File: config.mk
export PLATFORM = sky130hd
export DESIGN_NAME = DecodeStage
export DESIGN_NICKNAME = d
export VERILOG_FILES = /design/src/hw/PipelineTypes.sv /design/src/hw/DecodeStage.sv
export SDC_FILE = /design/constraint.sdc
export NUM_CORES = 1
export LEC_CHECK = 0
export ABC_AREA = 1
export BUFFER_PORTS_ARGS = -buffer_cell sky130_fd_sc_hd__buf_2
export CORE_MARGIN = 10
export CORE_UTILIZATION = 48
export CTS_BUF_LIST = sky130_fd_sc_hd__clkbuf_8
export CTS_CLUSTER_DIAMETER = 120
export DETAILED_ROUTE_END_ITERATION = 6
export PLACE_DENSITY = 0.94
export SYNTH_ARGS = -nofsm -noshare
export SYNTH_HDL_FRONTEND = slang
export SYNTH_SLANG_ARGS = --single-unit
File: constraint.sdc
create_clock -name clk -period 1.13 [get_ports clk]
set_input_delay 0.0565 -clock clk [delete_from_list [all_inputs] [get_ports clk]]
set_output_delay 0.0565 -clock clk [all_outputs]
set_load 0.005 [all_outputs]
File: src/hw/PipelineTypes.sv
// Width parameters, operation-class enum and trap-cause enum for the operand-fetch pipeline.
`default_nettype none

package PipelineTypes;

    ////////////////////////////////////////////////////////////////////////////
    // Widths
    ////////////////////////////////////////////////////////////////////////////

    localparam int XLEN       = 32; // integer register width.
    localparam int FLEN       = 64; // floating-point register width, wide enough for doubles.
    localparam int REG_ADDR_W = 5;  // 32 architectural registers per file.
    localparam int INSN_W     = 32;
    localparam int CSR_ADDR_W = 12;

    ////////////////////////////////////////////////////////////////////////////
    // Decoded types
    ////////////////////////////////////////////////////////////////////////////

    // OP_NONE is zero so that a cleared stage reads as a bubble.
    typedef enum logic [3:0] {
        OP_NONE     = 4'd0,
        OP_INT_REG  = 4'd1,
        OP_INT_IMM  = 4'd2,
        OP_LOAD     = 4'd3,
        OP_STORE    = 4'd4,
        OP_BRANCH   = 4'd5,
        OP_FP_ARITH = 4'd6,
        OP_FP_FMA   = 4'd7,
        OP_CSR      = 4'd8,
        OP_ILLEGAL  = 4'd9
    } OpClass;

    typedef enum logic [1:0] {
        TRAP_NONE         = 2'd0,
        TRAP_ILLEGAL_INSN = 2'd1 // raised for any opcode outside the supported set.
    } TrapCause;

endpackage

`default_nettype wire

File: src/hw/DecodeStage.sv
// Registered decoder producing register addresses, CSR address, operation class and trap cause.
`default_nettype none

module DecodeStage (
    input  logic                                      clk,
    input  logic                                      rst,
    input  logic                                      stall,
    input  logic                                      flush,
    input  logic                                      insnValid,
    input  logic [PipelineTypes::INSN_W-1:0]          insn,
    input  logic [PipelineTypes::XLEN-1:0]            pc,
    output logic                                      decodeValid,
    output PipelineTypes::OpClass                     decodeOp,
    output logic [PipelineTypes::XLEN-1:0]            decodePc,
    output logic [PipelineTypes::INSN_W-1:0]          decodeInsn,
    output logic [PipelineTypes::CSR_ADDR_W-1:0]      decodeCsrAddr,
    output logic [PipelineTypes::REG_ADDR_W-1:0]      decodeSrcRegAddr1,
    output logic [PipelineTypes::REG_ADDR_W-1:0]      decodeSrcRegAddr2,
    output logic [PipelineTypes::REG_ADDR_W-1:0]      decodeSrcRegAddr3,
    output logic [PipelineTypes::REG_ADDR_W-1:0]      decodeDstRegAddr,
    output PipelineTypes::TrapCause                   decodeTrapCause
);
    import PipelineTypes::*;

    OpClass   nextOp;
    TrapCause nextTrap;

    ////////////////////////////////////////////////////////////////////////////
    // Opcode classification
    ////////////////////////////////////////////////////////////////////////////

    always_comb begin
        nextOp   = OP_NONE;   // an empty slot decodes as a bubble.
        nextTrap = TRAP_NONE;
        if (insnValid) begin
            case (insn[6:0])
                7'b0110011: nextOp = OP_INT_REG;
                7'b0010011: nextOp = OP_INT_IMM;
                7'b0000011: nextOp = OP_LOAD;
                7'b0100011: nextOp = OP_STORE;
                7'b1100011: nextOp = OP_BRANCH;
                7'b1010011: nextOp = OP_FP_ARITH;
                // fmadd, fmsub, fnmsub and fnmadd share one class.
                7'b1000011, 7'b1000111, 7'b1001011, 7'b1001111: nextOp = OP_FP_FMA;
                7'b1110011: nextOp = OP_CSR;
                default: begin
                    nextOp   = OP_ILLEGAL; // still travels as valid so the trap can be taken later.
                    nextTrap = TRAP_ILLEGAL_INSN;
                end
            endcase
        end
    end

    ////////////////////////////////////////////////////////////////////////////
    // Pipeline register
    ////////////////////////////////////////////////////////////////////////////

    always_ff @(posedge clk) begin
        if (rst || flush) begin
            decodeValid       <= 1'b0;
            decodeOp          <= OP_NONE;
            decodePc          <= '0;
            decodeInsn        <= '0;
            decodeCsrAddr     <= '0;
            decodeSrcRegAddr1 <= '0;
            decodeSrcRegAddr2 <= '0;
            decodeSrcRegAddr3 <= '0;
            decodeDstRegAddr  <= '0;
            decodeTrapCause   <= TRAP_NONE;
        end
        else if (!stall) begin
            decodeValid       <= insnValid;
            decodeOp          <= nextOp;
            decodePc          <= pc;
            decodeInsn        <= insn;           // raw word carries the immediates onward.
            decodeCsrAddr     <= insn[31:20];
            decodeSrcRegAddr1 <= insn[19:15];
            decodeSrcRegAddr2 <= insn[24:20];
            decodeSrcRegAddr3 <= insn[31:27];    // rs3 of the fused multiply-add format.
            decodeDstRegAddr  <= insn[11:7];
            decodeTrapCause   <= nextTrap;
        end
    end

    // the trap cause must stay in step with the operation class across every update.
    assert property (@(posedge clk) disable iff (rst)
        (decodeOp == OP_ILLEGAL) == (decodeTrapCause == TRAP_ILLEGAL_INSN));

endmodule

`default_nettype wire

==> out/qor.yml <==
run_status:
  status: "complete, no violations"
placed_design:
  place_inst: 565
  dpl_worst_slack_ns: 0.124
  hpwl_um: 6700
  gp_congestion: 0.818
  portBuffers: 170
grt:
  grt_use_total: 0.207
  grt_overflow: 0
  grt_first_pass_wirelength_um: 15200
  antenna_found_initial: 0
  grt_pass1_vias: 3103
  grt_max_degree: 45
power_and_ir_drop:
  p_sw_mw: 1.26
  p_sw_frac: 0.237
  pwr-share-comb: 0.138
  clockPowerShare: 0.373
  total_power_mw: 5.31
  seqPwrFrac: 0.489
  p_leak_nw: 2.18
  p_per_area_nw_per_um2: 1240
  p_int_mw: 4.05
  ir_drop_uv: 1010
final_layout:
  fin_cells: 643
  layout_common_cells: "buf_2 (170), nand2_1 (136), dfxtp_1 (70), a21oi_1 (68), dlygate4sd3_1 (61)"
  finalNetCount: 634
  syn_to_final_growth_pct: 51.6
  final_common_cell: "buf_2"
  drive_above_1_share: 0.342
timing:
  finalSetupTns_ns: 0
  slew_viol_final: 0
  final-setup-viol-count: 0
  fmax_ghz: 1.07
  period_share: 0.825
  clock_skew_ns: 0
  rsz0062_at_grt: "false"
  period_needed_ns: 0.932
  worst_slack_ns: 0.198
  hold_viol: 0
route:
  drc: 0
  finalWirelength_um: 10400
  via_count: 3133
  wl_per_cell_um: 16.2
  drt_iter0_markers: 188
  ant_nets: 0
  firstDrtPassIters: 5
  via_per_inst: 4.87
worst_hold_path:
  holdPathStages: 4
  worstHoldStart: "rst"
  min_path_type: "primary input to flop"
clocking:
  clkTransAtPathRegs_ns: 0.07
  cts_tree: "built"
  post_cts_resized: 0
  worstSkewPairLatency_ns: 0.32
  clk_path_buf_depth: 2
  h-tree-depth: 3
  cts.sinks: 70
  cts_buffers: 9
  root_buffer: "clkbuf_8"
setup_path:
  crit_arrival_ns: 0.88
  crit_fanout: 4
  cp_cell_sequence: "buf_2"
  crit_path_end_kind: "output pin"
  slowest_delay_ns: 0.39
  path_depth: 1
  critPathBufInv: 1
  worstPathRequired_ns: 1.07
  cp-start-kind: "flop"
  critPathTopFamily: "flip-flops"
  worst_path_max_delay_cell: "dfxtp_1"
  r2r_start: "decodeInsn[30]"
  ff2ff_path_depth: 2
  startpoint: "decodeInsn[30]"
  worst-setup-path-type: "flop to output pin"
die:
  die_h_um: 96.6
  die_area_um2: 9320
  die_w_um: 96.6
  pin_count: 172
  start_util: 0.502
  coreArea_um2: 5610
  rows: 27
synth:
  synth_cells: 370
  synth-main-ff-cell: "dfxtp_1"
  ys_ff_latch: 70
  syn_avg_cell_area_um2: 7.60
  syn_area_um2: 2810
  synth_edf_count: 0
  synth-seq-area-share: 0.498
  synth_cell_types: 18
  yosysWarnings: 0
  synth-async-reset-ratio: 0
  synth_fp_nets: 439
job:
  cap_viol_max_count: 0
## state kept, by name (all words and copies together) (netlist names)
register and flops:
decodeOp 4, decodeInsn 32, decodeValid 1, decodeTrapCause 1
decodePc 32
## stage by stage
stage	hold slack (ns)	utilization	instance area [um2]
detailed placement	0.310	0.616	3450
CTS	0.000565	0.758	4250
global route	0.0216	0.760	4260
global placement	0.305	0.616	3450
floorplan	0.199	-	2810
finish	0.0218	0.761	4270
## logic make-up after synthesis
family          after synthesis  share of synthesized area
simple gates                154                      0.212
flops                        70                      0.498
buf+inv                      68                      0.148
xor+xnor                      1                    0.00311
other cells                   1                    0.00133
compound gates               76                      0.137
## power by group through the flow
| stage | Sequential [mW] | Combinational [mW] | Clock [mW] |
|---|---|---|---|
| global route | 2.60 | 0.800 | 2.15 |
| floorplan | 2.65 | 0.292 | 0 |
| finish | 2.59 | 0.731 | 1.98 |
| CTS | 2.59 | 0.712 | 2.04 |
| global placement | 2.64 | 0.533 | 0 |
| detailed placement | 2.65 | 0.549 | 0 |
## timing repair
item,4_1_cts,5_1_grt
setup buffers,0,0
hold endpoints to repair,60,1
setup endpoints to repair,0,0
hold buffers,60,1
## worst paths after layout
path | to | slack, ns
setup / recovery | decodeCsrAddr[10] | 0.20
hold / removal | decodeInsn[3] | 0.02
setup reg to reg | decodeInsn[30] | 0.37
hold reg to reg | decodeOp[1] | 0.46
## synth_stat cells, drive strengths merged, types with 2 or more instances
cell type,number,area (um2)
nand2,136,510
dfxtp,70,1400
a21oi,69,349
buf,42,308
inv,15,56.3
clkbuf,11,51.3
nor2,11,48.8
o21ai,6,30.0
nand3,5,25.0
nand4,2,12.5
## layout make-up
| cell class | count | area, um2 |
|---|---|---|
| Timing Repair Buffer | 237 | 1520 |
| Sequential cell | 70 | 1400 |
| Fill cell | 393 | 1340 |
| Multi-Input combinational cell | 232 | 996 |
| Clock buffer | 11 | 151 |
| Tap cell | 72 | 90.1 |
| Inverter | 15 | 56.3 |
| Clock inverter | 5 | 48.8 |
| Antenna cell | 1 | 2.50 |
## per-layer routing
layer | vias to the layer above | routed length, um | GRT usage
met3 | 12 | 1160 | 0.0678
met4 | 0 | 139 | 0.0835
li1 | 1528 | - | -
met1 | 1414 | 3790 | 0.212
met2 | 179 | 5320 | 0.380
met5 | - | 0 | 0
Note: power is estimated with default switching activity, not from simulation.
