### src/hw/PipelineTypes.sv
// Width parameters, operation-class enum and trap-cause enum for the operand-fetch pipeline.
`default_nettype none

package PipelineTypes;

    ////////////////////////////////////////////////////////////////////////////
    // Widths
    ////////////////////////////////////////////////////////////////////////////

    localparam int XLEN       = 32; // integer register width.
    localparam int FLEN       = 64; // floating-point register width, wide enough for doubles.
    localparam int REG_ADDR_W = 5;  // 32 architectural registers per file.
    localparam int INSN_W     = 32;
    localparam int CSR_ADDR_W = 12;

    ////////////////////////////////////////////////////////////////////////////
    // Decoded types
    ////////////////////////////////////////////////////////////////////////////

    // OP_NONE is zero so that a cleared stage reads as a bubble.
    typedef enum logic [3:0] {
        OP_NONE     = 4'd0,
        OP_INT_REG  = 4'd1,
        OP_INT_IMM  = 4'd2,
        OP_LOAD     = 4'd3,
        OP_STORE    = 4'd4,
        OP_BRANCH   = 4'd5,
        OP_FP_ARITH = 4'd6,
        OP_FP_FMA   = 4'd7,
        OP_CSR      = 4'd8,
        OP_ILLEGAL  = 4'd9
    } OpClass;

    typedef enum logic [1:0] {
        TRAP_NONE         = 2'd0,
        TRAP_ILLEGAL_INSN = 2'd1 // raised for any opcode outside the supported set.
    } TrapCause;

endpackage

`default_nettype wire

### src/hw/RegReadStage.sv
// Register-read stage that addresses both register files and registers operands and fields.
`default_nettype none

module RegReadStage #(
    parameter int XLEN       = PipelineTypes::XLEN,
    parameter int FLEN       = PipelineTypes::FLEN,
    parameter int REG_ADDR_W = PipelineTypes::REG_ADDR_W
) (
    input  logic                                 clk,
    input  logic                                 rst,
    input  logic                                 stall,
    input  logic                                 flush,
    input  logic                                 decodeValid,
    input  PipelineTypes::OpClass                decodeOp,
    input  logic [XLEN-1:0]                      decodePc,
    input  logic [PipelineTypes::INSN_W-1:0]     decodeInsn,
    input  logic [PipelineTypes::CSR_ADDR_W-1:0] decodeCsrAddr,
    input  logic [REG_ADDR_W-1:0]                decodeSrcRegAddr1,
    input  logic [REG_ADDR_W-1:0]                decodeSrcRegAddr2,
    input  logic [REG_ADDR_W-1:0]                decodeSrcRegAddr3,
    input  logic [REG_ADDR_W-1:0]                decodeDstRegAddr,
    input  PipelineTypes::TrapCause              decodeTrapCause,
    output logic [REG_ADDR_W-1:0]                intReadAddr1,
    output logic [REG_ADDR_W-1:0]                intReadAddr2,
    input  logic [XLEN-1:0]                      intReadValue1,
    input  logic [XLEN-1:0]                      intReadValue2,
    output logic [REG_ADDR_W-1:0]                fpReadAddr1,
    output logic [REG_ADDR_W-1:0]                fpReadAddr2,
    output logic [REG_ADDR_W-1:0]                fpReadAddr3,
    input  logic [FLEN-1:0]                      fpReadValue1,
    input  logic [FLEN-1:0]                      fpReadValue2,
    input  logic [FLEN-1:0]                      fpReadValue3,
    output logic                                 rrValid,
    output PipelineTypes::OpClass                rrOp,
    output logic [XLEN-1:0]                      rrPc,
    output logic [PipelineTypes::INSN_W-1:0]     rrInsn,
    output logic [PipelineTypes::CSR_ADDR_W-1:0] rrCsrAddr,
    output logic [REG_ADDR_W-1:0]                rrSrcRegAddr1,
    output logic [REG_ADDR_W-1:0]                rrSrcRegAddr2,
    output logic [REG_ADDR_W-1:0]                rrSrcRegAddr3,
    output logic [REG_ADDR_W-1:0]                rrDstRegAddr,
    output logic [XLEN-1:0]                      rrSrcIntRegValue1,
    output logic [XLEN-1:0]                      rrSrcIntRegValue2,
    output logic [FLEN-1:0]                      rrSrcFpRegValue1,
    output logic [FLEN-1:0]                      rrSrcFpRegValue2,
    output logic [FLEN-1:0]                      rrSrcFpRegValue3,
    output PipelineTypes::TrapCause              rrTrapCause
);
    import PipelineTypes::*;

    // both files are read speculatively; execute picks the operands it needs.
    assign intReadAddr1 = decodeSrcRegAddr1;
    assign intReadAddr2 = decodeSrcRegAddr2;
    assign fpReadAddr1  = decodeSrcRegAddr1;
    assign fpReadAddr2  = decodeSrcRegAddr2;
    assign fpReadAddr3  = decodeSrcRegAddr3;

    always_ff @(posedge clk) begin
        if (rst || flush) begin
            rrValid           <= 1'b0;
            rrOp              <= OP_NONE;
            rrPc              <= '0;
            rrInsn            <= '0;
            rrCsrAddr         <= '0;
            rrSrcRegAddr1     <= '0;
            rrSrcRegAddr2     <= '0;
            rrSrcRegAddr3     <= '0;
            rrDstRegAddr      <= '0;
            rrSrcIntRegValue1 <= '0;
            rrSrcIntRegValue2 <= '0;
            rrSrcFpRegValue1  <= '0;
            rrSrcFpRegValue2  <= '0;
            rrSrcFpRegValue3  <= '0;
            rrTrapCause       <= TRAP_NONE;
        end
        else if (!stall) begin
            rrValid           <= decodeValid;
            rrOp              <= decodeOp;
            rrPc              <= decodePc;
            rrInsn            <= decodeInsn;
            rrCsrAddr         <= decodeCsrAddr;
            rrSrcRegAddr1     <= decodeSrcRegAddr1;
            rrSrcRegAddr2     <= decodeSrcRegAddr2;
            rrSrcRegAddr3     <= decodeSrcRegAddr3;
            rrDstRegAddr      <= decodeDstRegAddr;
            rrSrcIntRegValue1 <= intReadValue1; // operands are frozen while stalled.
            rrSrcIntRegValue2 <= intReadValue2;
            rrSrcFpRegValue1  <= fpReadValue1;
            rrSrcFpRegValue2  <= fpReadValue2;
            rrSrcFpRegValue3  <= fpReadValue3;
            rrTrapCause       <= decodeTrapCause;
        end
    end

    // flush wins over stall, so nothing survives into execute.
    assert property (@(posedge clk) disable iff (rst) flush |=> !rrValid);

endmodule

`default_nettype wire

### config.mk
export PLATFORM = sky130hd
export DESIGN_NAME = RegReadStage
export DESIGN_NICKNAME = d
export VERILOG_FILES = /design/src/hw/PipelineTypes.sv /design/src/hw/RegReadStage.sv
export SDC_FILE = /design/constraint.sdc
export NUM_CORES = 1
export LEC_CHECK = 0
export BUFFER_PORTS_ARGS = -buffer_cell sky130_fd_sc_hd__buf_2
export CORE_AREA = 2 2 295 297
export CTS_BUF_LIST = sky130_fd_sc_hd__clkbuf_8
export CTS_CLUSTER_DIAMETER = 100
export DETAILED_ROUTE_END_ITERATION = 10
export DIE_AREA = 0 0 297 299
export PLACE_DENSITY = 0.41
export SETUP_SLACK_MARGIN = 0.02
export SLEW_MARGIN = 10
export SYNTH_ARGS = -nofsm -noshare
export SYNTH_HDL_FRONTEND = slang
export SYNTH_SLANG_ARGS = --single-unit
export TNS_END_PERCENT = 10
### constraint.sdc
create_clock -name clk -period 0.88 [get_ports clk]
set_input_delay 0 -clock clk [delete_from_list [all_inputs] [get_ports clk]]
set_output_delay 0 -clock clk [all_outputs]
set_load 0.05 [all_outputs]
==> metrics.md <==
| Metric | Value |
|---|---|
| Area grow syn2layout | 107% |
| Initial Util | 0.153 |
| Crit-path max cell delay | 0.38 ns |
| CP delay by family, top | flip-flops |
| CP Cell Sequence | buf_8 |
| WS Path Type | reg -> out |
| Worst hold start | stall |
| Sum Neg Setup Slack | -98.12 ns |
| Worst EP arrival | 1.16 ns |
| Final setup viols | 561 |
| First-pass GRT wire length | 76.1 mm |
| RePlAce Congestion | 0.821 |
| Total track usage | 0.108 |
| Drc violations | 0 |
| Antenna violations before repair | 2 |
| Worst-path maximum fanout | 2 |
| Critical Path End Type | output pin |
| Die W | 297 um |
| CTS tree | done |
| Synth warn | 0 |
| Failing checks | setup timing |
| Status | finished, violations left |
| Row count | 108 |
| Hpwl dp | roughly 35 mm |
| Vias per std cell | 3.64 |
| Utilization after layout | 0.316 |
| Fin. Hold Viols | 0 |
| Beginning of the critical path | rrOp[1] |
| Syn Inst Count | 1183 |
| Clock skew | 0 ns |
| Grt total ovfl | 0 |
| Core ar. | 0.0859 sq mm |
| Hold Crit Class | in -> reg |
| Sum of buffers and inverters on the critical path | 1 |
| Largest net degree at the start of global routing | 64 |
| Period minus WS final | 1.16 ns |
| TritonCTS Buffers | 71 |
| Synthesized area per cell | 11.1 sq um |
| Routed Antenna Nets | 0 |
| Post-layout net count | 2709 |
| Slowest cell on crit path | dfxtp_4 |
| Max-Cap Viols | 0 |
| Number of cells on the critical path | 1 |
| Fin worst setup slack | -0.276 ns |
| Final Cycle Share | 1.31 |
| DRT Pass-1 Iters | 4 |
| Clock sink count | roughly 360 |
| Worst-Margin Slew | 0.376 ns |
| Reg2reg end | rrSrcFpRegValue1[35] |
| Via Count | 12.9k |
| Critical Path RT | 0.88 ns |
| R2R depth | 3 |
| Die Y | 299 um |
| VDD IR max | 0.00114 V |
| Worst relative slew slack | 0.749 |
| FF+latch count, synth | 359 |
| Hold_ws | just over 0.03 ns |
| Critical path endpoint | rrOp[1] |
| Maximum clock rate | 0.865 GHz |
| Clk pin slew, worst setup/hold paths | 0.07 ns |
| Filler instances | 8689 |
| Boundary Pins | 747 |
| RSZ-0062 raised after global routing | true |
| H-tree Lvls | 3 |
| Final wirelength | between 50 and 60 mm |
| Max-slew violations | 0 |
| Clk buf depth | 3 |
| Leakage | 12.5 nW |
| DRT iter0 DRCs | approximately 430 |
| DP Worst Slack | -0.129 ns |
| Seq/Total Area, Yosys | 0.546 |
| PD cells | between 1500 and 2000 mW/mm^2 |
| Count of different cell masters after synthesis | 8 |
| Launching point of the worst reg2reg path | rrSrcFpRegValue1[35] |
| Vias in the first global route | 13.9k |
| R2R setup slack | 0.09 ns |
| Share of cells above drive strength 1 | 0.540 |
| DIE AREA | around 0.089 sq mm |
| CTS Root Cell | clkbuf_8 |
| Skew-Pair Late Insertion Delay | 0.62 ns |
| Port Buf Inserts | approximately 750 |
| Routed length per instance | 14.5 um |
| Syn Std Cell Area | 0.0132 sq mm |
| Syn nets | 1546 |
| Startpoint Class | flop |
[layout by cell type, fill, tap and decap left out]
master         netlist  final
dlygate4sd3_1        0    363
or2_4                0      1
buf_2                4    386
inv_6                0      1
clkinvlp_4           0      3
clkbuf_8             0     81
dfxtp_2              0    347
nor2_1             359    357
buf_4               27     66
buf_8                0    337
diode_2              0      1
mux2i_1            359    359
dfxtp_4              0     12
buf_6               70     22
clkinv_2             0      4
buf_12               0     21
bufinv_16            0      3
nor2_2               0      2
inv_1                0     18
[flip-flops by register name, summed over array words and instances, names as in the netlist, 2 cells and up]
name               cells
rrSrcFpRegValue1      64
rrSrcFpRegValue2      64
rrSrcFpRegValue3      64
rrInsn                32
rrPc                  32
rrSrcIntRegValue1     32
rrSrcIntRegValue2     32
rrCsrAddr             12
rrDstRegAddr           5
rrSrcRegAddr1          5
rrSrcRegAddr2          5
rrSrcRegAddr3          5
rrOp                   4
rrTrapCause            2
[cells in the mapped netlist, drive strengths merged]
library cell    n  share of area
buf           101          0.077
clkbuf          4         0.0011
dfxtp         359           0.55
mux2i         359           0.27
nor2          359           0.10
or2             1        0.00048
[metrics by stage]
stage               total power [W]  instance area (sq um)  cells
floorplan                    0.0216                  13200   1183
global placement             0.0234                  18200   3054
detailed placement           0.0234                  18200   3054
CTS                          0.0426                  25900   3530
global route                 0.0442                  27200   3539
finish                       0.0422                  27200   3539
[where the power goes]
part,internal (W),switching [W]
clock network,0.00915,0.00722
logic,0.00419,0.00420
registers,0.0169,0.000504
total,0.0302,0.0119
[cell type report]
type / count / area [sq um] / area share
clock inverter: 29 / 209 / 0.00769
sequential: 359 / 7670 / 0.282
tap: 1155 / 1450 / 0.0532
multi-input combinational: 719 / 4950 / 0.182
timing repair buffer: 1195 / 11800 / 0.434
antenna: 1 / 2.50 / 0.0000921
clock buffer: 81 / 1110 / 0.0410
[worst min-delay path by stage]
stage,slack (ns),depth (start not counted),endpoint
global route,0.003,5,rrSrcFpRegValue2[5]
finish,0.03,5,rrSrcFpRegValue2[5]
global placement,0.23,3,rrSrcFpRegValue2[18]
CTS,0.02,4,rrSrcFpRegValue2[12]
floorplan,0.14,2,rrCsrAddr[0]
detailed placement,0.24,3,rrSrcIntRegValue2[6]
[cells by family (layout without fill, tap and decap cells)]
| kind of cell | count (synthesis) | count (layout) | synth area share |
|---|---|---|---|
| flops | 359 | 359 | 0.546 |
| simple gates | 360 | 360 | 0.103 |
| buf+inv | 105 | 1305 | 0.0780 |
| other cells | 0 | 1 | 0 |
| mux | 359 | 359 | 0.273 |
[routing by layer]
layer  part of all wire  vias to the layer above  GRT usage
met3              0.070                      142     0.0361
met1               0.36                     6024      0.110
li1                   -                     6216          -
met2               0.52                      499      0.196
met5            0.00014                        -          0
met4              0.043                        2     0.0538
[what timing repair did]
item	in CTS	in global routing
resized for setup	994	402
hold buffers	362	2
endpoints found under the hold margin	359	7
endpoints found under the setup margin	359	710
setup buffers	4	6
No activity file was read; power rests on OpenSTA's default activity.
