--- config.mk ---
export PLATFORM = sky130hd
export DESIGN_NAME = IntRegFile
export DESIGN_NICKNAME = d
export VERILOG_FILES = /design/src/hw/PipelineTypes.sv /design/src/hw/IntRegFile.sv
export SDC_FILE = /design/constraint.sdc
export NUM_CORES = 1
export LEC_CHECK = 0
export ABC_CLOCK_PERIOD_IN_PS = 4100
export BUFFER_PORTS_ARGS = -buffer_cell sky130_fd_sc_hd__buf_2
export CAP_MARGIN = 25
export CORE_MARGIN = 2
export CORE_UTILIZATION = 52
export DETAILED_ROUTE_END_ITERATION = 8
export HOLD_SLACK_MARGIN = 0.03
export PLACE_DENSITY = 0.68
export REMOVE_ABC_BUFFERS = 1
export SLEW_MARGIN = 20
export SYNTH_ARGS = -nofsm -noshare
export SYNTH_HDL_FRONTEND = slang
export SYNTH_SLANG_ARGS = --single-unit
--- constraint.sdc ---
create_clock -name clk -period 4.1 [get_ports clk]
set_input_delay 1.23 -clock clk [delete_from_list [all_inputs] [get_ports clk]]
set_output_delay 1.23 -clock clk [all_outputs]
set_load 0.005 [all_outputs]
--- src/hw/PipelineTypes.sv ---
// Width parameters, operation-class enum and trap-cause enum for the operand-fetch pipeline.
`default_nettype none

package PipelineTypes;

    ////////////////////////////////////////////////////////////////////////////
    // Widths
    ////////////////////////////////////////////////////////////////////////////

    localparam int XLEN       = 32; // integer register width.
    localparam int FLEN       = 64; // floating-point register width, wide enough for doubles.
    localparam int REG_ADDR_W = 5;  // 32 architectural registers per file.
    localparam int INSN_W     = 32;
    localparam int CSR_ADDR_W = 12;

    ////////////////////////////////////////////////////////////////////////////
    // Decoded types
    ////////////////////////////////////////////////////////////////////////////

    // OP_NONE is zero so that a cleared stage reads as a bubble.
    typedef enum logic [3:0] {
        OP_NONE     = 4'd0,
        OP_INT_REG  = 4'd1,
        OP_INT_IMM  = 4'd2,
        OP_LOAD     = 4'd3,
        OP_STORE    = 4'd4,
        OP_BRANCH   = 4'd5,
        OP_FP_ARITH = 4'd6,
        OP_FP_FMA   = 4'd7,
        OP_CSR      = 4'd8,
        OP_ILLEGAL  = 4'd9
    } OpClass;

    typedef enum logic [1:0] {
        TRAP_NONE         = 2'd0,
        TRAP_ILLEGAL_INSN = 2'd1 // raised for any opcode outside the supported set.
    } TrapCause;

endpackage

`default_nettype wire

--- src/hw/IntRegFile.sv ---
// Integer register file with two asynchronous read ports, one write port and x0 tied to zero.
`default_nettype none

module IntRegFile #(
    parameter int XLEN       = PipelineTypes::XLEN,
    parameter int REG_ADDR_W = PipelineTypes::REG_ADDR_W
) (
    input  logic                  clk,
    input  logic [REG_ADDR_W-1:0] readAddr1,
    input  logic [REG_ADDR_W-1:0] readAddr2,
    output logic [XLEN-1:0]       readValue1,
    output logic [XLEN-1:0]       readValue2,
    input  logic                  writeEnable,
    input  logic [REG_ADDR_W-1:0] writeAddr,
    input  logic [XLEN-1:0]       writeValue
);

    logic [XLEN-1:0] regs [2**REG_ADDR_W];

    // x0 is never written, so the read mux supplies its zero.
    assign readValue1 = (readAddr1 == '0) ? '0 : regs[readAddr1];
    assign readValue2 = (readAddr2 == '0) ? '0 : regs[readAddr2];

    always_ff @(posedge clk) begin
        if (writeEnable && writeAddr != '0) begin
            regs[writeAddr] <= writeValue; // same-cycle readers still see the old value.
        end
    end

    // an unknown address would silently corrupt an arbitrary register.
    assert property (@(posedge clk) writeEnable |-> !$isunknown(writeAddr));

endmodule

`default_nettype wire

==> results of run 1 <==
-- metal layers --
layer | GRT usage | wire length, um | part of all wire | up-vias
li1 | - | - | - | 12100
met1 | 0.474 | 59000 | 0.35 | 16600
met2 | 0.528 | 76900 | 0.45 | 2985
met3 | 0.104 | 25900 | 0.15 | 555
met4 | 0.158 | 8790 | 0.052 | 6
met5 | 0 | 29 | 0.00017 | -
-- Yosys cell counts (2+ instances only) --
| cell type | n |
|---|---|
| a211oi_1 | 53 |
| a211oi_2 | 11 |
| a21oi_1 | 32 |
| a221oi_1 | 38 |
| a221oi_2 | 16 |
| a22oi_1 | 64 |
| a311oi_1 | 32 |
| buf_2 | 50 |
| buf_4 | 53 |
| buf_6 | 12 |
| clkbuf_1 | 98 |
| edfxtp_1 | 1024 |
| inv_1 | 2 |
| mux2_2 | 64 |
| mux2i_1 | 320 |
| mux4_1 | 36 |
| mux4_2 | 316 |
| nand2_1 | 85 |
| nand3_1 | 2 |
| nand3b_1 | 6 |
| nand4_1 | 32 |
| nor2_1 | 36 |
| nor2b_1 | 37 |
| o2111ai_1 | 10 |
| o21ai_0 | 50 |
| o21ai_1 | 4 |
| o221ai_1 | 64 |
| or3_1 | 2 |
| or3b_2 | 5 |
-- layout by cell type, fill, tap and decap left out, types with 31 or more instances in the layout --
master	instances
nand4_1	32
mux4_2	340
a221oi_2	31
buf_16	32
buf_6	54
conb_1	32
a22oi_1	43
clkbuf_16	124
buf_4	281
buf_2	100
mux2_2	34
mux2i_1	319
nand2_1	85
nor2_4	33
a211oi_2	49
buf_12	102
edfxtp_1	1024
-- per-stage QoR --
| step | setup WS [ns] | instance area, um2 |
|---|---|---|
| 3_3_place_gp | -0.582 | 53000 |
| 3_5_place_dp | -0.594 | 53000 |
| 6_report | -0.174 | 60700 |
| 2_1_floorplan | -1.01 | 46900 |
| 4_1_cts | -0.161 | 59200 |
| 5_1_grt | -0.182 | 60700 |
-- area by class of cell --
cell class / count / area, um2
clock inverters: 63 / 603
multi-input cells: 1354 / 18100
inverters: 2 / 8.76
well taps: 1186 / 1480
diodes: 2 / 5.00
flip-flops and latches: 1024 / 30700
repair buffers: 611 / 7020
clock buffers: 131 / 2790
fillers: 5795 / 30800
-- timing repair --
item                                    CTS  global route
buffers inserted                         85            50
endpoints found under the setup margin   64            64
gates cloned                             21            16
pin swaps                                57            84
gates resized for setup                 355           207
-- worst max-delay path by stage --
| stage | start | end |
|---|---|---|
| after floorplan | readAddr2[3] | readValue2[30] |
| after global placement | readAddr2[2] | readValue2[19] |
| after detailed placement | readAddr2[2] | readValue2[19] |
| after CTS | readAddr1[1] | readValue1[0] |
| after global routing | readAddr1[1] | readValue1[14] |
| final | readAddr1[1] | readValue1[21] |
-- power groups by stage --
stage	Combinational (W)	Clock, W	Sequential (W)
after floorplan	0.000930	0	0.0119
after global placement	0.00224	0	0.0120
after detailed placement	0.00228	0	0.0120
after CTS	0.00266	0.00960	0.0117
after global routing	0.00301	0.0100	0.0118
final	0.00292	0.00957	0.0118
-- kinds of logic after synthesis --
group	count (synthesis)
DFF	1024
muxes	736
AOI/OAI and AO/OA	374
buffers and inverters	217
and+or+nand+nor	212
other	1
==> flow_metrics.tcl, run 1 <==
set metrics [dict create \
    outcome "finished with violations" \
    violations "setup timing" \
    p_comb_frac 0.121 \
    dp_cells 4029 \
    fp.coreArea_um2 91500 \
    cap_viol_max_count 0 \
    synth_edf_count 1024 \
    synth_area_leader_cell "edfxtp_1" \
    die_h_um 308 \
    crit_cells 7 \
    nets 3148 \
    fmax_ghz 0.234 \
    yosysSeqAreaShare 0.642 \
    finalSetupViolations 54 \
    clock_path_buffers 3 \
    powerDensity_nw_per_um2 399 \
    drcViolationCount 0 \
    internal_power_w 0.0185 \
    drtAntennaViolNets 0 \
    reg_top3 "regs x1024" \
    synth_cell_types 39 \
    drv_slew 0 \
    synth-main-ff-cell "edfxtp_1" \
    dp_hpwl_mm 95.4 \
    grt_max_degree 33 \
    slew_headroom 0.468 \
    num_rows 111 \
    synthXorXnorAreaFrac 0 \
    antenna_found_initial 5 \
    synth_top_family_by_area "multiplexers" \
    power.switching_w 0.00570 \
    cp_max_fo 5 \
    crit_family "compound AO/OA/AOI/OAI gates" \
    yosysTopAreaCellShare 0.642 \
    finalCritPeriodShare 1.04 \
    fin_cells 4373 \
    muxShareOfSynthArea 0.250 \
    synthTopCellsByArea "edfxtp_1 64%, mux4_2 15%, mux2i_1 6.7%" \
    post_drt_wl_per_cell_um 39.0 \
    syn_area_per_cell_um2 18.7 \
    top_register "regs" \
    die-area_um2 94600 \
    synth_compound_area_frac 0.0615 \
    hold_depth 1 \
    cts_made_buffers 106 \
    drt_iter0_markers 5207 \
    hold_end "regs[2][5]$_DFFE_PP_" \
    pwr-share-seq 0.485 \
    grt_overflow 0 \
    worst_slack_ns -0.174 \
    dr.pass1.iters 5 \
    clock_power_share 0.395 \
    final_util 0.663 \
    crit_path_cell_trace "buf_16, buf_12, buf_4, mux4_2, o21ai_0, a311oi_4, buf_2" \
    rsz0062_at_grt "yes" \
    fp.dieW_um 308 \
    finalPower_w 0.0242 \
    synth-simple-area-share 0.0218 \
    viasPerCell 7.39 \
    ys_ff_latch 1024 \
    vdd_drop_max_uv 322 \
    clock-sinks 1024 \
    htreeDepth 3 \
    end_kind "output port" \
    cts_tree "built" \
    critPathKind "in -> out" \
    start_util 0.523 \
    period_needed_ns 4.27 \
    grt_pass1_vias 31700 \
    tns_ns -3.82 \
    place.gp.congestion 0.903 \
    finalWirelength_mm 171 \
    largest_reg_flops 1024 \
    area_growth_pct 26.8 \
    arrival_ns 3.04 \
    hold_viol 0 \
    crit_buf_inv 4 \
    worstHoldPathType "in -> reg" \
    drive_above_1_share 0.454 \
    syn_area_um2 47900 \
    io_buffer_count 112 \
    tightest_slew_ns 0.795 \
    p_leak_nw 20.8 \
    crit_slowest_cell "mux4_2" \
    vias 32300 \
    switching_share 0.235 \
    ios 113 \
    cp.required_ns 2.87 \
    synth-warning-count 0 \
    worst_hold_startpoint "writeValue[5]" \
    max_stage_delay_ns 0.50 \
    start_kind "input port" \
    hold_buffers 0 \
    timing.hold.ws_ns 1.01 \
    grt_usage 0.350 \
    clkSlewWorstSetupHoldPaths_ns 0.06 \
    grt_pass1_wl_mm 232 \
    synthAdderAreaFrac 0 \
    cts-root-buf "clkbuf_16" \
    async_reset_ff_frac 0 \
    synthCells 2564 \
]
(Power assumes the default switching activity.)
==> run 2: changes to the inputs <==
- ABC_CLOCK_PERIOD_IN_PS: 4100 -> 4600
- clock period: 4.1 -> 4.6 ns (I/O delays scaled with it)
==> run 2 against run 1 <==
Compared with the run above: the flow still finishes with violations (setup timing); critical path depth up 2; sequential share of layout area is 2.6 points higher; first-iteration DRC count down 12%; setup slack better by 0.097 ns; design area is 4.9% lower; clock power fell by 8.8%; global-route usage down 1.9 points; non-clock buffer count shrank 115; sequential power down 11%; flip-flop and latch count unchanged; die area did not move; hold slack gained 0.14 ns; largest cell class unchanged; highest routed layer unchanged.
==> flow_metrics.tcl, run 2 (synthesis gave the netlist of run 1 again) <==
set metrics [dict create \
    tns_ns -0.134 \
    cap_viol_max_count 0 \
    area_growth_pct 20.6 \
    start_kind "input port" \
    drv_slew 0 \
    viasPerCell 7.25 \
    p_leak_nw 19.6 \
    worstHoldPathType "in -> reg" \
    finalCritPeriodShare 1.02 \
    wirelength_met1_mm 56.5 \
    drt_iter0_markers 4597 \
    critPathKind "in -> out" \
    vdd_drop_max_uv 311 \
    hold_viol 0 \
    vias 30900 \
    fin_cells 4263 \
    fp.dieW_um 308 \
    drive_above_1_share 0.384 \
    clkSlewWorstSetupHoldPaths_ns 0.06 \
    reg_top3 "regs x1024" \
    hold_depth 1 \
    cts_made_buffers 106 \
    finalPower_w 0.0214 \
    clock_path_buffers 3 \
    antenna_found_initial 5 \
    end_kind "output port" \
    highest_layer "met5" \
    dr.pass1.iters 6 \
    cp.required_ns 3.22 \
    grt_pass1_vias 30700 \
    drcViolationCount 0 \
    layout_commonest_cell "edfxtp_1" \
    cts_tree "built" \
    mostFrequentLayoutCells "1024 x edfxtp_1, 320 x mux4_2, 320 x mux2i_1" \
    post_drt_wl_per_cell_um 37.3 \
    dp_cells 4000 \
    drtAntennaViolNets 0 \
    io_buffer_count 112 \
    fp.coreArea_um2 91500 \
    cts-root-buf "clkbuf_16" \
    tightest_slew_ns 1.02 \
    htreeDepth 3 \
    wl_met3_mm 20.8 \
    die-area_um2 94600 \
    grt_overflow 0 \
    grt_max_degree 38 \
    finalWirelength_mm 159 \
    start_util 0.523 \
    timing.hold.ws_ns 1.16 \
    rsz0062_at_grt "yes" \
    place.gp.congestion 0.875 \
    grt_usage 0.331 \
    outcome "finished with violations" \
    final_util 0.631 \
    worst_hold_startpoint "writeValue[0]" \
    clock-sinks 1024 \
    violations "setup timing" \
    dp_hpwl_mm 92.6 \
    largest_reg_flops 1024 \
    slew_headroom 0.317 \
    worst_slack_ns -0.0762 \
    hold_end "regs[7][0]$_DFFE_PP_" \
    period_needed_ns 4.68 \
    finalSetupViolations 5 \
    ios 113 \
    num_rows 111 \
    die_h_um 308 \
    arrival_ns 3.30 \
    fmax_ghz 0.214 \
    cp_max_fo 5 \
    powerDensity_nw_per_um2 371 \
    top_register "regs" \
    routed-wl-met2_mm 74.3 \
    grt_pass1_wl_mm 221 \
    nets 3033 \
]
## run 2: cell count changes in the layout (fill, tap and decap cells not counted), moves of 18 or more
cell      before  now
a211oi_1       9   33
a211oi_2      49   29
a221oi_1       4   24
buf_12       102   64
buf_4        281  261
buf_6         54   28
buf_8         21    3
mux2_2        34   63
mux2_4        30    1
mux4_1        12   32
mux4_2       340  320
o21ai_0        5   28
o221ai_1      24   51
## run 2: what timing repair did
action                                  4_1_cts  5_1_grt
gates resized for setup                      90       98
hold buffers                                  0        0
setup buffers                                20       23
gates cloned                                 11        9
pin swaps                                     7       22
endpoints found under the hold margin         0        0
endpoints found under the setup margin       58       56
## run 2: routing by layer
layer | global-route usage | vias to the layer above
li1 | - | 11900
met1 | 0.452 | 16000
met2 | 0.516 | 2552
met3 | 0.0776 | 493
met4 | 0.138 | 4
met5 | 0 | -
## run 2: critical path, cell delays in order
cell,delay (ns)
buf_6,0.12
buf_4,0.14
buf_4,0.15
nand3b_1,0.33
buf_4,0.28
o221ai_1,0.16
a21oi_1,0.12
a211oi_2,0.40
buf_2,0.19
## run 2: per-stage QoR
stage          setup slack, ns  instance area, um2
4_1_cts                 -0.104               56900
5_1_grt                -0.0792               57800
3_5_place_dp            -0.387               52500
6_report               -0.0762               57800
3_3_place_gp            -0.310               52500
2_1_floorplan           -0.808               46900
## run 2: worst max-delay path by stage
stage	startpoint	cells past startpoint	endpoint
after floorplan	readAddr2[3]	3	readValue2[30]
after global placement	readAddr2[1]	9	readValue2[6]
after detailed placement	readAddr2[1]	9	readValue2[6]
after CTS	readAddr2[0]	10	readValue2[6]
after global routing	readAddr2[3]	9	readValue2[12]
final	readAddr2[3]	9	readValue2[12]
## run 2: report_power, final
group          total [W]  switching [W]  internal [W]
registers         0.0105      0.0000638        0.0104
clock network    0.00873        0.00368       0.00505
logic            0.00223        0.00122       0.00101
## run 2: final cells by class
cell class | count | area (um2)
repair buffers | 496 | 5110
multi-input cells | 1354 | 16900
clock buffers | 133 | 2750
inverters | 2 | 8.76
fillers | 6246 | 33800
flip-flops and latches | 1024 | 30700
clock inverters | 63 | 733
well taps | 1186 | 1480
diodes | 5 | 12.5
